--- src/vec_ctrl_settings.svh ---
// Assumes ELEN is 32 and VLEN is a power of two from 64 up to 1024 bits
`ifndef VEC_CTRL_SETTINGS_SVH
`define VEC_CTRL_SETTINGS_SVH

////////////////////////////////////////////////////////////
// Vector unit geometry
////////////////////////////////////////////////////////////

// Vector register length in bits
`define VEC_VLEN 256

// Scalar data width, also the width of rs1 and of results
`define VEC_ELEN 32

////////////////////////////////////////////////////////////
// Scalar core interface
////////////////////////////////////////////////////////////

`define VEC_INSTR_W 32

// Instruction id as handed out by the scalar core
`define VEC_ID_W 4

`endif
--- src/vec_ctrl_pkg.sv ---
// Holds only the RVV subset used here: vsetvli, CSR reads and OPIVV arithmetic
`default_nettype none

`include "vec_ctrl_settings.svh"

package vec_ctrl_pkg;

  ////////////////////////////////////////////////////////////
  // vtype fields
  ////////////////////////////////////////////////////////////

  // SEW64 exists in the encoding but is illegal with ELEN 32
  typedef enum logic [2:0] {
    SEW8  = 3'd0,
    SEW16 = 3'd1,
    SEW32 = 3'd2,
    SEW64 = 3'd3
  } vsew_e;

  typedef enum logic [2:0] {
    LMUL1    = 3'd0,
    LMUL2    = 3'd1,
    LMUL4    = 3'd2,
    LMUL8    = 3'd3,
    LMUL_RES = 3'd4,
    LMUL_F8  = 3'd5,
    LMUL_F4  = 3'd6,
    LMUL_F2  = 3'd7
  } vlmul_e;

  typedef struct packed {
    logic   vill;
    logic   vma;
    logic   vta;
    vsew_e  vsew;
    vlmul_e vlmul;
  } vtype_t;

  // State after reset and after an illegal vsetvli
  localparam vtype_t VTYPE_ILL = '{vill: 1'b1, vma: 1'b0, vta: 1'b0, vsew: SEW8, vlmul: LMUL1};

  // Holds VLMAX for SEW8 and LMUL8
  typedef logic [$clog2(`VEC_VLEN):0] vlen_t;

  ////////////////////////////////////////////////////////////
  // Decoded request
  ////////////////////////////////////////////////////////////

  typedef enum logic {
    CON = 1'b0,
    VFU = 1'b1
  } ex_unit_e;

  typedef enum logic [1:0] {
    VCFG      = 2'd0,
    VCSR_READ = 2'd1,
    VARITH    = 2'd2
  } vec_op_e;

  typedef enum logic [11:0] {
    VSTART = 12'h008,
    VL     = 12'hC20,
    VTYPE  = 12'hC21,
    VLENB  = 12'hC22
  } csr_addr_e;

  typedef struct packed {
    vec_op_e              op;
    ex_unit_e             ex_unit;
    logic [`VEC_ID_W-1:0] id;
    logic [4:0]           rd;
    logic [4:0]           vd;
    logic [4:0]           vs1;
    logic [4:0]           vs2;
    logic                 use_rd;
    csr_addr_e            csr_addr;
    vtype_t               vtype;   // Requested by vsetvli, vill always clear
    logic [`VEC_ELEN-1:0] avl;
    logic                 avl_max; // rs1 was x0
    logic [5:0]           funct6;
  } vec_req_t;

endpackage

`default_nettype wire

--- src/vec_req_if.sv ---
// Carries accepted instructions only; a transfer needs valid and ready high on one edge
`timescale 1ns/1ps
`default_nettype none

interface vec_req_if;

  import vec_ctrl_pkg::*;

  logic     valid;
  logic     ready;
  vec_req_t req;

  // Decoder side, holds req stable while valid is high
  modport producer (
    output valid,
    output req,
    input  ready
  );

  // Issue stage side, ready does not look at valid
  modport consumer (
    input  valid,
    input  req,
    output ready
  );

endinterface

`default_nettype wire

--- src/vec_controller.sv ---
// Two instructions in flight at most; no scoreboard, so the VFU must order its own hazards
`timescale 1ns/1ps
`default_nettype none

`include "vec_ctrl_settings.svh"

module vec_controller (
  input  logic                      clk_i,
  input  logic                      reset_i,
  // Issue from the scalar core
  input  logic                      issue_valid_i,
  output logic                      issue_ready_o,
  input  logic [`VEC_INSTR_W-1:0]   issue_instr_i,
  input  logic [`VEC_ELEN-1:0]      issue_rs1_i,
  input  logic [`VEC_ID_W-1:0]      issue_id_i,
  output logic                      resp_valid_o,
  output logic                      resp_accept_o,
  output logic                      resp_writeback_o,
  // Scalar result
  output logic                      result_valid_o,
  input  logic                      result_ready_i,
  output logic [`VEC_ID_W-1:0]      result_id_o,
  output logic [4:0]                result_rd_o,
  output logic [`VEC_ELEN-1:0]      result_data_o,
  // VFU dispatch
  output logic                      vfu_valid_o,
  input  logic                      vfu_ready_i,
  output vec_ctrl_pkg::vec_req_t    vfu_req_o,
  output vec_ctrl_pkg::vlen_t       vfu_vl_o,
  output vec_ctrl_pkg::vtype_t      vfu_vtype_o
);

  import vec_ctrl_pkg::*;

  vlen_t                vl, cfg_vl;
  vtype_t               vtype, cfg_vtype;
  logic [`VEC_ELEN-1:0] csr_rdata, cfg_avl;
  logic                 cfg_en, cfg_avl_max;
  csr_addr_e            csr_addr;

  vec_req_if i_req_if ();

  vec_decoder i_decoder (
    .clk_i            (clk_i),
    .reset_i          (reset_i),
    .issue_valid_i    (issue_valid_i),
    .issue_ready_o    (issue_ready_o),
    .issue_instr_i    (issue_instr_i),
    .issue_rs1_i      (issue_rs1_i),
    .issue_id_i       (issue_id_i),
    .vill_i           (vtype.vill),
    .resp_valid_o     (resp_valid_o),
    .resp_accept_o    (resp_accept_o),
    .resp_writeback_o (resp_writeback_o),
    .req              (i_req_if.producer)
  );

  vec_csr_file i_csr_file (
    .clk_i         (clk_i),
    .reset_i       (reset_i),
    .cfg_en_i      (cfg_en),
    .cfg_vtype_i   (cfg_vtype),
    .cfg_avl_i     (cfg_avl),
    .cfg_avl_max_i (cfg_avl_max),
    .csr_addr_i    (csr_addr),
    .vl_o          (vl),
    .vtype_o       (vtype),
    .cfg_vl_o      (cfg_vl),
    .csr_rdata_o   (csr_rdata)
  );

  vec_issue_stage i_issue_stage (
    .clk_i          (clk_i),
    .reset_i        (reset_i),
    .req            (i_req_if.consumer),
    .vl_i           (vl),
    .vtype_i        (vtype),
    .cfg_vl_i       (cfg_vl),
    .csr_rdata_i    (csr_rdata),
    .cfg_en_o       (cfg_en),
    .cfg_vtype_o    (cfg_vtype),
    .cfg_avl_o      (cfg_avl),
    .cfg_avl_max_o  (cfg_avl_max),
    .csr_addr_o     (csr_addr),
    .result_valid_o (result_valid_o),
    .result_ready_i (result_ready_i),
    .result_id_o    (result_id_o),
    .result_rd_o    (result_rd_o),
    .result_data_o  (result_data_o),
    .vfu_valid_o    (vfu_valid_o),
    .vfu_ready_i    (vfu_ready_i),
    .vfu_req_o      (vfu_req_o),
    .vfu_vl_o       (vfu_vl_o),
    .vfu_vtype_o    (vfu_vtype_o)
  );

endmodule

`default_nettype wire

--- src/vec_issue_stage.sv ---
// One entry deep and in order; a stalled entry blocks everything behind it
`timescale 1ns/1ps
`default_nettype none

`include "vec_ctrl_settings.svh"

module vec_issue_stage (
  input  logic                      clk_i,
  input  logic                      reset_i,
  vec_req_if.consumer               req,
  input  vec_ctrl_pkg::vlen_t       vl_i,
  input  vec_ctrl_pkg::vtype_t      vtype_i,
  input  vec_ctrl_pkg::vlen_t       cfg_vl_i,
  input  logic [`VEC_ELEN-1:0]      csr_rdata_i,
  output logic                      cfg_en_o,
  output vec_ctrl_pkg::vtype_t      cfg_vtype_o,
  output logic [`VEC_ELEN-1:0]      cfg_avl_o,
  output logic                      cfg_avl_max_o,
  output vec_ctrl_pkg::csr_addr_e   csr_addr_o,
  output logic                      result_valid_o,
  input  logic                      result_ready_i,
  output logic [`VEC_ID_W-1:0]      result_id_o,
  output logic [4:0]                result_rd_o,
  output logic [`VEC_ELEN-1:0]      result_data_o,
  output logic                      vfu_valid_o,
  input  logic                      vfu_ready_i,
  output vec_ctrl_pkg::vec_req_t    vfu_req_o,
  output vec_ctrl_pkg::vlen_t       vfu_vl_o,
  output vec_ctrl_pkg::vtype_t      vfu_vtype_o
);

  import vec_ctrl_pkg::*;

  logic     buf_valid_q;
  vec_req_t buf_q;
  logic     to_vfu;
  logic     leave;

  ////////////////////////////////////////////////////////////
  // Request buffer
  ////////////////////////////////////////////////////////////

  assign to_vfu = (buf_q.ex_unit == VFU);

  // Entry leaves on the handshake of whichever port it sits on
  assign leave = (vfu_valid_o && vfu_ready_i) || (result_valid_o && result_ready_i);

  assign req.ready = !buf_valid_q || leave;

  always_ff @(posedge clk_i) begin
    if (reset_i) begin
      buf_valid_q <= 1'b0;
    end else if (req.ready) begin
      buf_valid_q <= req.valid;
    end
  end

  always_ff @(posedge clk_i) begin
    if (req.valid && req.ready) begin
      buf_q <= req.req;
    end
  end

  ////////////////////////////////////////////////////////////
  // Dispatch to the VFU
  ////////////////////////////////////////////////////////////

  // vl and vtype cannot change while this entry is at the head
  assign vfu_valid_o = buf_valid_q && to_vfu;
  assign vfu_req_o   = buf_q;
  assign vfu_vl_o    = vl_i;
  assign vfu_vtype_o = vtype_i;

  ////////////////////////////////////////////////////////////
  // Controller instructions and write-back
  ////////////////////////////////////////////////////////////

  assign cfg_vtype_o   = buf_q.vtype;
  assign cfg_avl_o     = buf_q.avl;
  assign cfg_avl_max_o = buf_q.avl_max;
  assign csr_addr_o    = buf_q.csr_addr;

  assign result_valid_o = buf_valid_q && !to_vfu;
  assign result_id_o    = buf_q.id;
  assign result_rd_o    = buf_q.rd;

  // vsetvli returns the vl it is about to write
  assign result_data_o = (buf_q.op == VCFG) ? `VEC_ELEN'(cfg_vl_i) : csr_rdata_i;

  // Commit vl/vtype on the same edge as the result handshake
  assign cfg_en_o = result_valid_o && result_ready_i && (buf_q.op == VCFG);

endmodule

`default_nettype wire

--- src/vec_csr_file.sv ---
// vstart is read-only zero; keep-vl vsetvli and CSR writes are not supported
`timescale 1ns/1ps
`default_nettype none

`include "vec_ctrl_settings.svh"

module vec_csr_file (
  input  logic                      clk_i,
  input  logic                      reset_i,
  input  logic                      cfg_en_i,
  input  vec_ctrl_pkg::vtype_t      cfg_vtype_i,
  input  logic [`VEC_ELEN-1:0]      cfg_avl_i,
  input  logic                      cfg_avl_max_i,
  input  vec_ctrl_pkg::csr_addr_e   csr_addr_i,
  output vec_ctrl_pkg::vlen_t       vl_o,
  output vec_ctrl_pkg::vtype_t      vtype_o,
  output vec_ctrl_pkg::vlen_t       cfg_vl_o,
  output logic [`VEC_ELEN-1:0]      csr_rdata_o
);

  import vec_ctrl_pkg::*;

  vlen_t  vl_q;
  vtype_t vtype_q;
  vlen_t  vlmax;
  vlen_t  cfg_vl;
  logic   cfg_illegal;

  ////////////////////////////////////////////////////////////
  // vsetvli evaluation
  ////////////////////////////////////////////////////////////

  // Fractional LMUL must still hold one SEW element in ELEN
  assign cfg_illegal = (cfg_vtype_i.vsew > SEW32) ||
                       (cfg_vtype_i.vlmul == LMUL_RES) ||
                       (cfg_vtype_i.vlmul == LMUL_F8) ||
                       ((cfg_vtype_i.vlmul == LMUL_F4) && (cfg_vtype_i.vsew != SEW8)) ||
                       ((cfg_vtype_i.vlmul == LMUL_F2) && (cfg_vtype_i.vsew == SEW32));

  always_comb begin
    vlmax = vlen_t'(`VEC_VLEN / 8) >> cfg_vtype_i.vsew;
    case (cfg_vtype_i.vlmul)
      LMUL2:   vlmax = vlmax << 1;
      LMUL4:   vlmax = vlmax << 2;
      LMUL8:   vlmax = vlmax << 3;
      LMUL_F2: vlmax = vlmax >> 1;
      LMUL_F4: vlmax = vlmax >> 2;
      default: vlmax = vlmax;
    endcase
  end

  always_comb begin
    if (cfg_illegal) begin
      cfg_vl = '0;
    end else if (cfg_avl_max_i || (cfg_avl_i >= `VEC_ELEN'(vlmax))) begin
      cfg_vl = vlmax;
    end else begin
      cfg_vl = vlen_t'(cfg_avl_i);
    end
  end

  assign cfg_vl_o = cfg_vl;

  ////////////////////////////////////////////////////////////
  // Configuration registers
  ////////////////////////////////////////////////////////////

  always_ff @(posedge clk_i) begin
    if (reset_i) begin
      vl_q    <= '0;
      vtype_q <= VTYPE_ILL;
    end else if (cfg_en_i) begin
      vl_q    <= cfg_vl;
      vtype_q <= cfg_illegal ? VTYPE_ILL : cfg_vtype_i;
    end
  end

  assign vl_o    = vl_q;
  assign vtype_o = vtype_q;

  // vtype read follows the RVV layout with vill in the top bit
  always_comb begin
    case (csr_addr_i)
      VL:      csr_rdata_o = `VEC_ELEN'(vl_q);
      VTYPE:   csr_rdata_o = {vtype_q.vill, {(`VEC_ELEN - 9){1'b0}}, vtype_q.vma,
                              vtype_q.vta, vtype_q.vsew, vtype_q.vlmul};
      VLENB:   csr_rdata_o = `VEC_ELEN'(`VEC_VLEN / 8);
      default: csr_rdata_o = '0;
    endcase
  end

endmodule

`default_nettype wire

--- src/vec_decoder.sv ---
// OPIVV is checked against the committed vtype only, so a vsetvli still in flight is not seen
`timescale 1ns/1ps
`default_nettype none

`include "vec_ctrl_settings.svh"

module vec_decoder (
  input  logic                    clk_i,
  input  logic                    reset_i,
  input  logic                    issue_valid_i,
  output logic                    issue_ready_o,
  input  logic [`VEC_INSTR_W-1:0] issue_instr_i,
  input  logic [`VEC_ELEN-1:0]    issue_rs1_i,
  input  logic [`VEC_ID_W-1:0]    issue_id_i,
  input  logic                    vill_i,
  output logic                    resp_valid_o,
  output logic                    resp_accept_o,
  output logic                    resp_writeback_o,
  vec_req_if.producer             req
);

  import vec_ctrl_pkg::*;

  logic       en_q;
  logic       fire;
  logic       is_vcfg, is_vcsr, is_varith, csr_ok;
  logic       accept, writeback;
  logic [4:0] rd_f, rs1_f;
  vec_req_t   dec_req;

  assign rd_f  = issue_instr_i[11:7];
  assign rs1_f = issue_instr_i[19:15];

  ////////////////////////////////////////////////////////////
  // Instruction recognition
  ////////////////////////////////////////////////////////////

  always_comb begin
    case (issue_instr_i[31:20])
      VSTART, VL, VTYPE, VLENB: csr_ok = 1'b1;
      default:                  csr_ok = 1'b0;
    endcase
  end

  // vsetvli has bit 31 clear, OPIVV uses funct3 0
  assign is_vcfg   = (issue_instr_i[6:0] == 7'h57) && (issue_instr_i[14:12] == 3'b111) &&
                     !issue_instr_i[31];
  assign is_varith = (issue_instr_i[6:0] == 7'h57) && (issue_instr_i[14:12] == 3'b000);
  // csrrs rd, csr, x0
  assign is_vcsr   = (issue_instr_i[6:0] == 7'h73) && (issue_instr_i[14:12] == 3'b010) &&
                     (rs1_f == 5'd0) && csr_ok;

  assign accept    = is_vcfg || is_vcsr || (is_varith && !vill_i);
  assign writeback = is_vcfg || (is_vcsr && (rd_f != 5'd0));

  always_comb begin
    dec_req          = '0;
    dec_req.op       = is_vcfg ? VCFG : (is_vcsr ? VCSR_READ : VARITH);
    dec_req.ex_unit  = is_varith ? VFU : CON;
    dec_req.id       = issue_id_i;
    dec_req.rd       = rd_f;
    dec_req.vd       = rd_f;
    dec_req.vs1      = rs1_f;
    dec_req.vs2      = issue_instr_i[24:20];
    dec_req.use_rd   = writeback;
    dec_req.csr_addr = csr_addr_e'(issue_instr_i[31:20]);
    dec_req.vtype    = '{vill: 1'b0, vma: issue_instr_i[27], vta: issue_instr_i[26],
                         vsew: vsew_e'(issue_instr_i[25:23]),
                         vlmul: vlmul_e'(issue_instr_i[22:20])};
    dec_req.avl      = issue_rs1_i;
    dec_req.avl_max  = (rs1_f == 5'd0);
    dec_req.funct6   = issue_instr_i[31:26];
  end

  ////////////////////////////////////////////////////////////
  // Response and request register
  ////////////////////////////////////////////////////////////

  // Free, or emptied by the issue stage on this edge
  assign issue_ready_o = en_q && (!req.valid || req.ready);
  assign fire          = issue_valid_i && issue_ready_o;

  always_ff @(posedge clk_i) begin
    if (reset_i) begin
      en_q             <= 1'b0;
      resp_valid_o     <= 1'b0;
      resp_accept_o    <= 1'b0;
      resp_writeback_o <= 1'b0;
      req.valid        <= 1'b0;
    end else begin
      en_q             <= 1'b1;
      resp_valid_o     <= fire;
      resp_accept_o    <= fire && accept;
      resp_writeback_o <= fire && writeback;
      if (fire && accept) begin
        req.valid <= 1'b1;
      end else if (req.ready) begin
        req.valid <= 1'b0;
      end
    end
  end

  always_ff @(posedge clk_i) begin
    if (fire && accept) begin
      req.req <= dec_req;
    end
  end

endmodule

`default_nettype wire

--- config.mk ---
export PLATFORM = sky130hd
export DESIGN_NAME = vec_controller
export DESIGN_NICKNAME = d
export VERILOG_FILES = /design/src/vec_ctrl_pkg.sv /design/src/vec_req_if.sv /design/src/vec_controller.sv /design/src/vec_issue_stage.sv /design/src/vec_csr_file.sv /design/src/vec_decoder.sv
export VERILOG_INCLUDE_DIRS = /design/src
export SDC_FILE = /design/constraint.sdc
export NUM_CORES = 1
export LEC_CHECK = 0
export BUFFER_PORTS_ARGS = -buffer_cell sky130_fd_sc_hd__buf_2
export CELL_PAD_IN_SITES_DETAIL_PLACEMENT = 1
export CELL_PAD_IN_SITES_GLOBAL_PLACEMENT = 2
export CORE_UTILIZATION = 34
export CTS_CLUSTER_DIAMETER = 40
export DETAILED_ROUTE_END_ITERATION = 12
export GPL_TIMING_DRIVEN = 0
export PLACE_DENSITY = 0.84
export SYNTH_ARGS = -nofsm -noshare
export SYNTH_HDL_FRONTEND = slang
export SYNTH_SLANG_ARGS = --single-unit
export TNS_END_PERCENT = 50
--- constraint.sdc ---
create_clock -name clk_i -period 14.71 [get_ports clk_i]
set_clock_uncertainty 0.05 [all_clocks]
set_input_delay 2.942 -clock clk_i [delete_from_list [all_inputs] [get_ports clk_i]]
set_output_delay 2.942 -clock clk_i [all_outputs]
set_load 0.05 [all_outputs]
==> parameters.txt, run 1 <==
Parameter                              Value

Run status
  Outcome    complete, but fails checks
  Failing checks    design-rule violations

Synthesis
  Post-synthesis instance area    between 6000 and 7000 um2
  Area leader, netlist    edfxtp_1
  Share of synthesized registers carrying an async set or reset    0%
  Post-synthesis cell count    roughly 470
  Flip-flop and latch count after synthesis    150
  Area share of the leading cell type in the synthesized netlist    about three fifths
  Top area cells in the synthesized netlist    edfxtp_1, dfxtp_1, buf_4
  Mean post-synth cell area    13.60 um2
  Count of yosys warnings during synthesis    0
  Fraction of the yosys area taken by sequential cells    ~67%
  Count of cell types in the netlist    60
  Count of flip-flops with a built-in enable after synthesis    around 130
  Main flop type after synthesis    edfxtp_1

Worst setup path
  Largest fanout on the critical path    10
  Crit path capture type    primary output
  Cells along the critical path    buf_2, nor2b_1, nand3_1, o311ai_0, inv_1, ha_1, a21oi_1, o21ai_0, a211oi_1, o21a_1, buf_4, mux2i_1, o22ai_1, buf_2
  Critical register-to-register path endpoint    i_csr_file.vl_o[8]$_SDFFE_PP0P_
  Cell at the slowest stage of the critical path    o311ai_0
  Setup slack on the worst flop-to-flop path    10750 ps
  WP data arrival    4530 ps
  Cell seen most often among critical-path stages    buf_2
  CP Launch Type    flip-flop
  Max incr delay on CP    roughly 680 ps
  Critical path start-end classification    flip-flop to primary output
  WP data required    about 12000 ps
  Logic depth of the worst register-to-register path    13
  Source of the worst register-to-register timing path    i_issue_stage.cfg_vtype_o[4]$_DFFE_PP_

CTS
  CTS tree    yes
  Number of hold-repair buffers added at the cts stage    0
  Total of cells resized after clock tree synthesis    0
  Post-CTS setup buffer count    0
  Clock insertion delay at the later pin of the skew report    about 420 ps
  Root Buffer Master    clkbuf_16
  Clock slew at reported path FFs    roughly 60 ps
  H-tree depth    4
  Number of CTS-inserted buffers    17
  Buffers from clock root to sink, at most    2
  CTS sink cnt    150

Worst hold path
  Worst Hold Class    flip-flop to flip-flop
  Worst hold start    i_decoder.req.req[5]$_DFFE_PP_
  Hold Path Sink    i_issue_stage.vfu_req_o[5]$_DFFE_PP_
  Worst hold path cell count    0

Global route
  Wire length of the first global-routing pass    roughly 28 mm
  Maximum number of pins on one net before global-route repair    37
  Total grt overflow    0
  Number of global-route vias before repair    just under 5000
  Global router's overall resource usage    about a fifth
  Initial antenna violation count    0

Route
  Pre-antenna DRT Iters    8
  Violation count after the first detailed-route iteration    ~240
  Via-per-instance ratio    4.915
  Remaining routing DRC violations    18
  Count of antenna-violating nets left after detailed routing    0
  Vias post-DR    between 4000 and 5000
  Routed WL    between 15 and 20 mm
  Average detailed-routed wire length per instance    ~19 um

Timing
  Slew Viols, Final    0
  Relative slew slack    a little under a third
  Worst Max-Slew Pin Slew    1028 ps
  Timing-limited maximum frequency    132.9 MHz
  Total negative slack for setup checks    0 ps
  Final Hold Vio Count    0
  Time the final worst path needs with I/O delays and setup    ~7500 ps
  Unrepaired setup endpoints after global routing    no
  Fin crit share    about half
  Setup Viol. Count Final    0

Layout
  Top library cells by usage in the layout, fill and taps aside    buf_2, edfxtp_1, buf_4, dfxtp_1
  Layout filler cell count    between 1500 and 2000
  Post-Layout Cell Count    ~950
  Synth-to-Final Area Change    31.49%
  Most common library cell in the layout ignoring fill and taps    buf_2
  Layout net count    about 790
  Share of post-route cells with drive strength above 1    between 40 and 50%
  Number of antenna diodes    0

Die
  Die outline height    between 100 and 150 um
  Total number of placement rows    49
  Core outline area    18090 um2
  Width of the die    ~140 um
  Initial core utilization    a little over a third
  Die area    19140 um2
  Ports placed on the boundary    between 200 and 250

Power and ir drop
  Total Power    902.6 uW
  Sw Ratio    between 20 and 25%
  Power density of the placed cells    108.6 nW/um2
  Pint    703.6 uW
  Sequential fraction of design power    slightly above 50%
  Portion of total power attributed to combinational logic    3.8%
  Clock Power Share    45.6%
  Switching power summed over all nets    between 150 and 200 uW
  IR drop worst, VDD    89.12 uV
  Leakage power figure    3.346 nW

Placement
  Final Wtd Congestion    0.7969
  Count of buffers inserted at the top-level ports    approximately 200
  Post-detail-place hpwl    approximately 13 mm
  Cell Count Post-Placement    roughly 920

Flow run
  Max Cap Violations    0
Yosys cell counts, types with 4 or more instances:
library cell and number:
edfxtp_1 126, buf_4 60, dfxtp_1 24, nor2_1 24, nand2_1 23, nand3_1 20, a21oi_1 14, inv_1 11
o21ai_0 10, buf_2 9, ha_1 9, nor2b_1 9, a22oi_1 8, nand4_1 7, o22ai_1 7, clkbuf_1 6
o21a_1 6, o31ai_1 6, mux2i_1 5, nand2b_1 5, nor3_1 5, nor4_1 5, o211ai_1 5, and2_1 4
and3_1 4
worst max-delay path by stage:
stage | startpoint | to | cells after the start
finish | i_issue_stage.cfg_vtype_o[4]$_DFFE_PP_ | result_data_o[6] | 14
global route | i_issue_stage.cfg_vtype_o[4]$_DFFE_PP_ | result_data_o[5] | 14
CTS | i_issue_stage.cfg_vtype_o[4]$_DFFE_PP_ | result_data_o[6] | 14
detailed placement | i_issue_stage.cfg_vtype_o[4]$_DFFE_PP_ | result_data_o[6] | 14
global placement | issue_instr_i[15] | i_decoder.req.req[35]$_DFFE_PP_ | 6
floorplan | vfu_ready_i | i_decoder.req.req[0]$_DFFE_PP_ | 5
per-stage QoR:
| step | area [um2] | setup WS, ps | hold WS, ps | utilization [%] |
|---|---|---|---|---|
| after floorplan | 6405 | 6755 | 350.3 | - |
| after global placement | 7697 | 6076 | 350.3 | 42.56 |
| after detailed placement | 7752 | 7674 | 355.5 | 42.86 |
| after CTS | 8313 | 7195 | 366.9 | 45.96 |
| after global routing | 8313 | 6848 | 367.8 | 45.96 |
| final | 8313 | 7185 | 366.6 | 45.96 |
layer usage:
metal | track usage, % | vias to the layer above | routed length, um
li1 | - | 2159 | -
met1 | 22.44 | 2311 | 7077
met3 | 4.780 | 28 | 1045
met4 | 9.107 | 0 | 480
met5 | 0 | - | 0
met2 | 33.29 | 176 | 9201
cell families (layout without fill, tap and decap cells):
group	after synthesis	in the layout	synth area share (%)
buf+inv	88	323	8.965
mux	5	5	0.7916
compound gates	73	73	7.976
flops	150	150	67.45
simple gates	136	136	12.57
other cells	1	23	0.05931
xor+xnor	3	3	0.4157
fa+ha+maj	9	9	1.781
power by group through the flow:
stage | Clock [mW] | Sequential [mW] | Combinational [mW]
global route | 0.436 | 0.457 | 0.0364
finish | 0.412 | 0.457 | 0.0342
global placement | 0 | 0.466 | 0.0326
detailed placement | 0 | 0.466 | 0.0338
floorplan | 0 | 0.466 | 0.0207
CTS | 0.420 | 0.457 | 0.0339
worst max-delay path: cells and delay by family (launching register included):
kind	cells	cell delay, ps
buffers and inverters	4	1010
AND/OR/NAND/NOR	2	320
flip-flops	1	450
adder cells (fa/ha/maj)	1	330
AO/OA/AOI/OAI	6	1890
multiplexers	1	90
sequential cells by signal (all words and copies together) (netlist names):
signal	flops
i_csr_file.vl_o	9
i_decoder.resp_accept_o	1
i_issue_stage.result_rd_o	5
i_decoder.req.req	63
i_issue_stage.cfg_avl_max_o	1
i_issue_stage.result_id_o	4
i_issue_stage.buf_valid_q	1
i_decoder.resp_valid_o	1
i_issue_stage.vfu_req_o	18
i_issue_stage.cfg_avl_o	32
i_issue_stage.to_vfu	1
i_csr_file.vtype_o	9
i_decoder.resp_writeback_o	1
i_issue_stage.csr_addr_o	1
i_decoder.en_q	1
i_decoder.req.valid	1
i_issue_stage.cfg_vtype_o	1
cell type report:
type                       instances  area, um2  area share (%)
sequential                       150       4264           51.29
clock inverter                    13      127.6           1.535
clock buffer                      19      432.9           5.208
multi-input combinational        249       1589           19.11
inverter                          12      45.04          0.5418
tap                              229      286.5           3.447
buffer                            76      521.8           6.276
timing repair buffer             203       1046           12.58
Power figures use the tool's default switching activity.
==> run 2: changes to the inputs <==
--- a/config.mk
+++ b/config.mk
@@ -9,11 +9,11 @@
 export BUFFER_PORTS_ARGS = -buffer_cell sky130_fd_sc_hd__buf_2
 export CELL_PAD_IN_SITES_DETAIL_PLACEMENT = 1
 export CELL_PAD_IN_SITES_GLOBAL_PLACEMENT = 2
-export CORE_UTILIZATION = 34
+export CORE_UTILIZATION = 29
 export CTS_CLUSTER_DIAMETER = 40
 export DETAILED_ROUTE_END_ITERATION = 12
 export GPL_TIMING_DRIVEN = 0
-export PLACE_DENSITY = 0.84
+export PLACE_DENSITY = 0.76
 export SYNTH_ARGS = -nofsm -noshare
 export SYNTH_HDL_FRONTEND = slang
 export SYNTH_SLANG_ARGS = --single-unit
==> constraint.sdc (replaced) <==
create_clock -name clk_i -period 6.6 [get_ports clk_i]
set_clock_uncertainty 0.05 [all_clocks]
set_input_delay 1.32 -clock clk_i [delete_from_list [all_inputs] [get_ports clk_i]]
set_output_delay 1.32 -clock clk_i [all_outputs]
set_load 0.05 [all_outputs]
==> parameters.txt, run 2 (synthesis results as in run 1) <==
Parameter                              Value

Worst setup path
  WP data required    5230 ps (-6490 ps)
  WP data arrival    4490 ps (-40 ps)
  CP Launch Type    flip-flop
  Crit path capture type    primary output
  Critical path start-end classification    flip-flop to primary output
  Largest fanout on the critical path    10 (unchanged)

Placement
  Post-detail-place hpwl    13.91 mm (+3.1%)
  Cell Count Post-Placement    966 (+5.1%)
  Count of buffers inserted at the top-level ports    201 (unchanged)
  Final Wtd Congestion    0.8122 (+1.9%)

Layout
  Post-Layout Cell Count    998 (+4.9%)
  Biggest register    i_decoder.req.req
  Final Util    39.81% (-6.2 points)
  Most common library cell in the layout ignoring fill and taps    buf_2
  Synth-to-Final Area Change    33.62%
  Top library cells by usage in the layout, fill and taps aside    buf_2, edfxtp_1, buf_4, dfxtp_1
  Layout net count    792 (+0.13%)
  Number of flip-flops in the largest register    63 (unchanged)
  Number of antenna diodes    0 (unchanged)
  Share of post-route cells with drive strength above 1    43.43% (+0.22 points)

Timing
  Total negative slack for setup checks    0 ps (unchanged)
  Unrepaired setup endpoints after global routing    no
  Relative slew slack    33.99% (+2.7 points)
  Timing-limited maximum frequency    170.7 MHz
  Worst Max-Slew Pin Slew    988.1 ps (-40.38 ps)
  Setup Viol. Count Final    0 (unchanged)
  Fin crit share    between 80% and 90%
  Time the final worst path needs with I/O delays and setup    around 6000 ps
  Slew Viols, Final    0 (unchanged)
  Final Hold Vio Count    0 (unchanged)

Route
  Average detailed-routed wire length per instance    18.17 um (-2.9%)
  Via-per-instance ratio    4.608 (-6.2%)
  Remaining routing DRC violations    0 (-18)
  Violation count after the first detailed-route iteration    230 (-3.8%)
  Count of antenna-violating nets left after detailed routing    0 (unchanged)
  Pre-antenna DRT Iters    4 (-4)
  Routed WL    18.14 mm (+1.9%)
  Vias post-DR    4599 (-1.6%)

Global route
  Global router's overall resource usage    16.45% (-2.8 points)
  Maximum number of pins on one net before global-route repair    35 (-5.4%)
  Total grt overflow    0 (unchanged)
  Initial antenna violation count    0 (unchanged)
  Number of global-route vias before repair    4897 (-1.4%)
  Wire length of the first global-routing pass    27.46 mm (-2.0%)

Die
  Ports placed on the boundary    226 (unchanged)
  Initial core utilization    29.79% (-5.2 points)
  Width of the die    149.7 um (+8.2%)
  Die outline height    149.7 um (+8.2%)
  Core outline area    21220 um2 (+17%)
  Die area    22400 um2 (+17%)
  Total number of placement rows    53 (+8.2%)

CTS
  Root Buffer Master    clkbuf_16
  Clock slew at reported path FFs    70 ps (about the same)
  Number of CTS-inserted buffers    17 (unchanged)
  Number of hold-repair buffers added at the cts stage    0 (unchanged)
  H-tree depth    4 (unchanged)
  Post-CTS setup buffer count    0 (unchanged)
  CTS sink cnt    150 (unchanged)
  Clock insertion delay at the later pin of the skew report    410 ps (about the same)
  CTS tree    yes
  Total of cells resized after clock tree synthesis    0 (unchanged)
  Buffers from clock root to sink, at most    2 (unchanged)

Power and ir drop
  IR drop worst, VDD    154.1 uV (+73%)
  Power density of the placed cells    248.0 nW/um2 (+130%)
  Leakage power figure    3.396 nW (+1.5%)

Worst hold path
  Worst Hold Class    flip-flop to flip-flop

Flow run
  Max Cap Violations    0 (unchanged)

Run status
  Outcome    completed
==> run 2: worst max-delay path, cell delays in order (launching register included) <==
cell and delay, ps:
edfxtp_1 430, buf_2 250, buf_2 270, nand3_1 130, o311ai_0 630, inv_1 160, ha_1 330, a21oi_1 150
o21ai_0 110, a211oi_1 440, o21a_1 250, buf_4 210, mux2i_1 100, o22ai_1 280, buf_2 330
==> run 2: metrics by stage <==
stage	worst slack (ps)	hold slack [ps]	instance area, um2	power, mW
2_1_floorplan	266.6	350.3	6405	1.086
3_3_place_gp	-455.0	351.3	7755	1.112
3_5_place_dp	1133	355.2	7838	1.114
4_1_cts	662.4	371.2	8448	2.118
5_1_grt	405.9	375.7	8448	2.164
6_report	740.4	368.7	8448	2.096
==> run 2: per-layer routing <==
layer  GRT usage [%]  wire [um]  vias to the layer above
met3           4.116       1066                       12
li1                -          -                     2163
met2           29.63       9520                      175
met1           19.21       7354                     2249
met4           4.646        196                        0
met5               0          0                        -
==> run 2: layout make-up <==
cell class / count / area, um2
clock inverter: 15 / 185.2
sequential: 150 / 4264
fill: 2314 / 12770
clock buffer: 17 / 425.4
inverter: 12 / 45.04
buffer: 76 / 521.8
multi-input combinational: 249 / 1589
tap: 275 / 344.1
timing repair buffer: 204 / 1074
==> run 2: report_power, final <==
| part | total, mW | leakage, nW | switching, mW | internal (mW) |
|---|---|---|---|---|
| Combinational | 0.0756 | 1.79 | 0.0485 | 0.0271 |
| Sequential | 1.02 | 1.31 | 0.000196 | 1.02 |
| Clock | 1.00 | 0.297 | 0.427 | 0.575 |
| Total | 2.10 | 3.40 | 0.476 | 1.62 |
==> run 2: path summary, 6_finish.rpt <==
check                                                            from                                      to  slack [ps]  depth (start not counted)
worst max-delay path            i_issue_stage.vfu_req_o[62]$_DFFE_PP_                        result_data_o[6]         740                         14
worst min-delay path                  i_decoder.req.req[43]$_DFFE_PP_  i_issue_stage.cfg_vtype_o[4]$_DFFE_PP_         370                          0
worst max register to register  i_issue_stage.vfu_req_o[62]$_DFFE_PP_         i_csr_file.vl_o[8]$_SDFFE_PP0P_        2740                         13
worst min register to register        i_decoder.req.req[43]$_DFFE_PP_  i_issue_stage.cfg_vtype_o[4]$_DFFE_PP_         370                          0
==> run 3: changes to the inputs <==
--- a/config.mk
+++ b/config.mk
@@ -9,8 +9,8 @@
 export BUFFER_PORTS_ARGS = -buffer_cell sky130_fd_sc_hd__buf_2
 export CELL_PAD_IN_SITES_DETAIL_PLACEMENT = 1
 export CELL_PAD_IN_SITES_GLOBAL_PLACEMENT = 2
+export CORE_ASPECT_RATIO = 1.2
 export CORE_UTILIZATION = 29
-export CTS_CLUSTER_DIAMETER = 40
 export DETAILED_ROUTE_END_ITERATION = 12
 export GPL_TIMING_DRIVEN = 0
 export PLACE_DENSITY = 0.76
==> parameters.txt, run 3 (synthesis results as in run 1) <==
Parameter                              Value

Worst setup path
  WP data required    5230 ps (about the same)
  Setup slack on the worst flop-to-flop path    2850 ps (+110 ps)
  Max incr delay on CP    480 ps (-150 ps)
  Buffers and inverters on the worst path    4 (-1)
  Source of the worst register-to-register timing path    i_issue_stage.vfu_req_o[64]$_DFFE_PP_
  CP Launch Type    flip-flop
  WP data arrival    4350 ps (-140 ps)
  Number of logic stages on the critical path including buffering    14 (unchanged)
  Crit path capture type    primary output
  Cell at the slowest stage of the critical path    edfxtp_1
  Gate family responsible for the most delay along the worst path    compound AO/OA/AOI/OAI gates
  Logic depth of the worst register-to-register path    13 (unchanged)
  Cells along the critical path    buf_2, nor2_1, or4b_1, o311ai_0, inv_1, ha_1, a21oi_1, o21ai_0, a211oi_1, o21a_1, buf_2, o21ai_0, o22ai_1, buf_2
  Cell seen most often among critical-path stages    buf_2
  Critical register-to-register path endpoint    i_csr_file.vl_o[8]$_SDFFE_PP0P_
  Critical path start-end classification    flip-flop to primary output
  Largest fanout on the critical path    10 (unchanged)

Power and ir drop
  Portion of total power attributed to combinational logic    3.6% (about the same)
  IR drop worst, VDD    137.0 uV (-11%)
  Sequential fraction of design power    48.6% (about the same)
  Power density of the placed cells    248.3 nW/um2 (+0.11%)
  Switching power summed over all nets    476.0 uW (about the same)
  Pint    1.619 mW (about the same)
  Sw Ratio    22.72% (about the same)
  Clock Power Share    47.8% (about the same)
  Leakage power figure    3.395 nW (about the same)

Layout
  Number of flip-flops in the largest register    63 (unchanged)
  Sequential cell area in the final layout    4264 um2 (unchanged)
  Share of post-route cells with drive strength above 1    43.49% (+0.060 points)
  Multi-input logic area    1589 um2 (unchanged)
  Post-Layout Cell Count    992 (-0.60%)
  Most common library cell in the layout ignoring fill and taps    buf_2
  Top library cells by usage in the layout, fill and taps aside    buf_2, edfxtp_1, buf_4, dfxtp_1
  Number of antenna diodes    0 (unchanged)
  Synth-to-Final Area Change    33.47%
  Layout net count    792 (unchanged)
  Layout filler cell count    2326 (+0.52%)
  Final Util    39.82% (about the same)
  Biggest register    i_decoder.req.req

Placement
  Final Wtd Congestion    0.8473 (+4.3%)
  Minimum setup slack after placement    1253 ps (+119.5 ps)
  Count of buffers inserted at the top-level ports    201 (unchanged)
  Post-detail-place hpwl    13.80 mm (-0.81%)
  Cell Count Post-Placement    961 (-0.52%)

Timing
  Setup Viol. Count Final    0 (unchanged)
  Timing-limited maximum frequency    174.7 MHz (+2.4%)
  Fin crit share    86.71% (-2.1 points)
  Setup slack after layout    876.9 ps (+136.6 ps)
  Unrepaired setup endpoints after global routing    no
  Final Hold Vio Count    0 (unchanged)
  Slew Viols, Final    0 (unchanged)
  Relative slew slack    33.10% (-0.89 points)
  Worst Max-Slew Pin Slew    1001 ps (+12.79 ps)
  Time the final worst path needs with I/O delays and setup    5723 ps (-136.6 ps)

Flow run
  Max Cap Violations    0 (unchanged)

Route
  Vias post-DR    4565 (-0.74%)
  Total met3 wirelength after detailed routing    986 um (-7.5%)
  Remaining routing DRC violations    0 (unchanged)
  Via-per-instance ratio    4.602 (-0.14%)
  Pre-antenna DRT Iters    4 (unchanged)
  Count of antenna-violating nets left after detailed routing    0 (unchanged)
  Routed length on met1    6.991 mm (-4.9%)
  Detail Route met2 WL    9.501 mm (-0.20%)
  Routed WL    17.80 mm (-1.9%)
  Uppermost metal layer occupied by signal nets    met4
  Average detailed-routed wire length per instance    17.94 um (-1.3%)
  Violation count after the first detailed-route iteration    183 (-20%)

CTS
  CTS tree    yes
  CTS sink cnt    150 (unchanged)
  Buffers from clock root to sink, at most    2 (unchanged)
  Total of cells resized after clock tree synthesis    0 (unchanged)
  Clock insertion delay at the later pin of the skew report    430 ps (+20 ps)
  Root Buffer Master    clkbuf_16
  Clock slew at reported path FFs    70 ps (about the same)
  H-tree depth    4 (unchanged)
  Number of CTS-inserted buffers    17 (unchanged)
  Post-CTS setup buffer count    0 (unchanged)
  Number of hold-repair buffers added at the cts stage    0 (unchanged)

Run status
  Outcome    completed

Worst hold path
  Worst Hold Class    flip-flop to flip-flop
  Worst hold start    i_decoder.req.req[53]$_DFFE_PP_
  Worst hold path cell count    0 (unchanged)
  Hold Path Sink    i_issue_stage.csr_addr_o[5]$_DFFE_PP_

Global route
  Maximum number of pins on one net before global-route repair    35 (unchanged)
  Global router's overall resource usage    16.34% (-0.11 points)
  Initial antenna violation count    0 (unchanged)
  Total grt overflow    0 (unchanged)
  Number of global-route vias before repair    4787 (-2.2%)
  Wire length of the first global-routing pass    26.83 mm (-2.3%)

Die
  Core outline area    21190 um2 (-0.14%)
  Total number of placement rows    58 (+9.4%)
  Die outline height    163.7 um (+9.4%)
  Width of the die    136.8 um (-8.6%)
  Die area    22400 um2 (about the same)
  Initial core utilization    29.84% (+0.042 points)
  Ports placed on the boundary    226 (unchanged)
[run 3: changes by cell type in the layout (fill, tap and decap cells not counted)]
cell / change
clkinv_4: -2
clkinv_1: -1
inv_6: +2
[run 3: worst max path at each step]
stage / endpoint / from
final: result_data_o[4] / i_issue_stage.vfu_req_o[64]$_DFFE_PP_
after floorplan: i_decoder.req.req[0]$_DFFE_PP_ / vfu_ready_i
after global placement: i_decoder.req.req[7]$_DFFE_PP_ / issue_instr_i[15]
after CTS: result_data_o[4] / i_issue_stage.cfg_vtype_o[4]$_DFFE_PP_
after detailed placement: result_data_o[4] / i_issue_stage.cfg_vtype_o[4]$_DFFE_PP_
after global routing: result_data_o[5] / i_issue_stage.vfu_req_o[64]$_DFFE_PP_
[run 3: area by class of cell]
class / count / area share, %
inverters: 12 / 0.5338
clock buffers: 17 / 5.042
repair buffers: 204 / 12.72
multi-input cells: 249 / 18.83
well taps: 270 / 4.004
plain buffers: 76 / 6.183
flip-flops and latches: 150 / 50.53
clock inverters: 14 / 2.150
[run 3: metrics by stage]
stage	area (um2)	power (mW)	hold WS, ps	setup TNS (ps)
4_1_cts	8438	2.119	363.5	0
3_3_place_gp	7749	1.111	350.6	-22820
3_5_place_dp	7831	1.113	355.6	0
2_1_floorplan	6405	1.086	350.3	0
5_1_grt	8438	2.155	373.6	0
6_report	8438	2.095	364.2	0
[run 3: power groups by stage]
stage	Sequential [mW]	Clock (mW)	Combinational (mW)
floorplan	1.04	0	0.0461
global placement	1.04	0	0.0728
detailed placement	1.04	0	0.0748
CTS	1.02	1.03	0.0750
global route	1.02	1.06	0.0801
finish	1.02	1.00	0.0753
[run 3: metal layers]
layer,vias up,track usage [%]
met2,143,30.27
met5,-,0
met1,2239,17.66
met4,0,5.944
met3,22,4.259
li1,2161,-
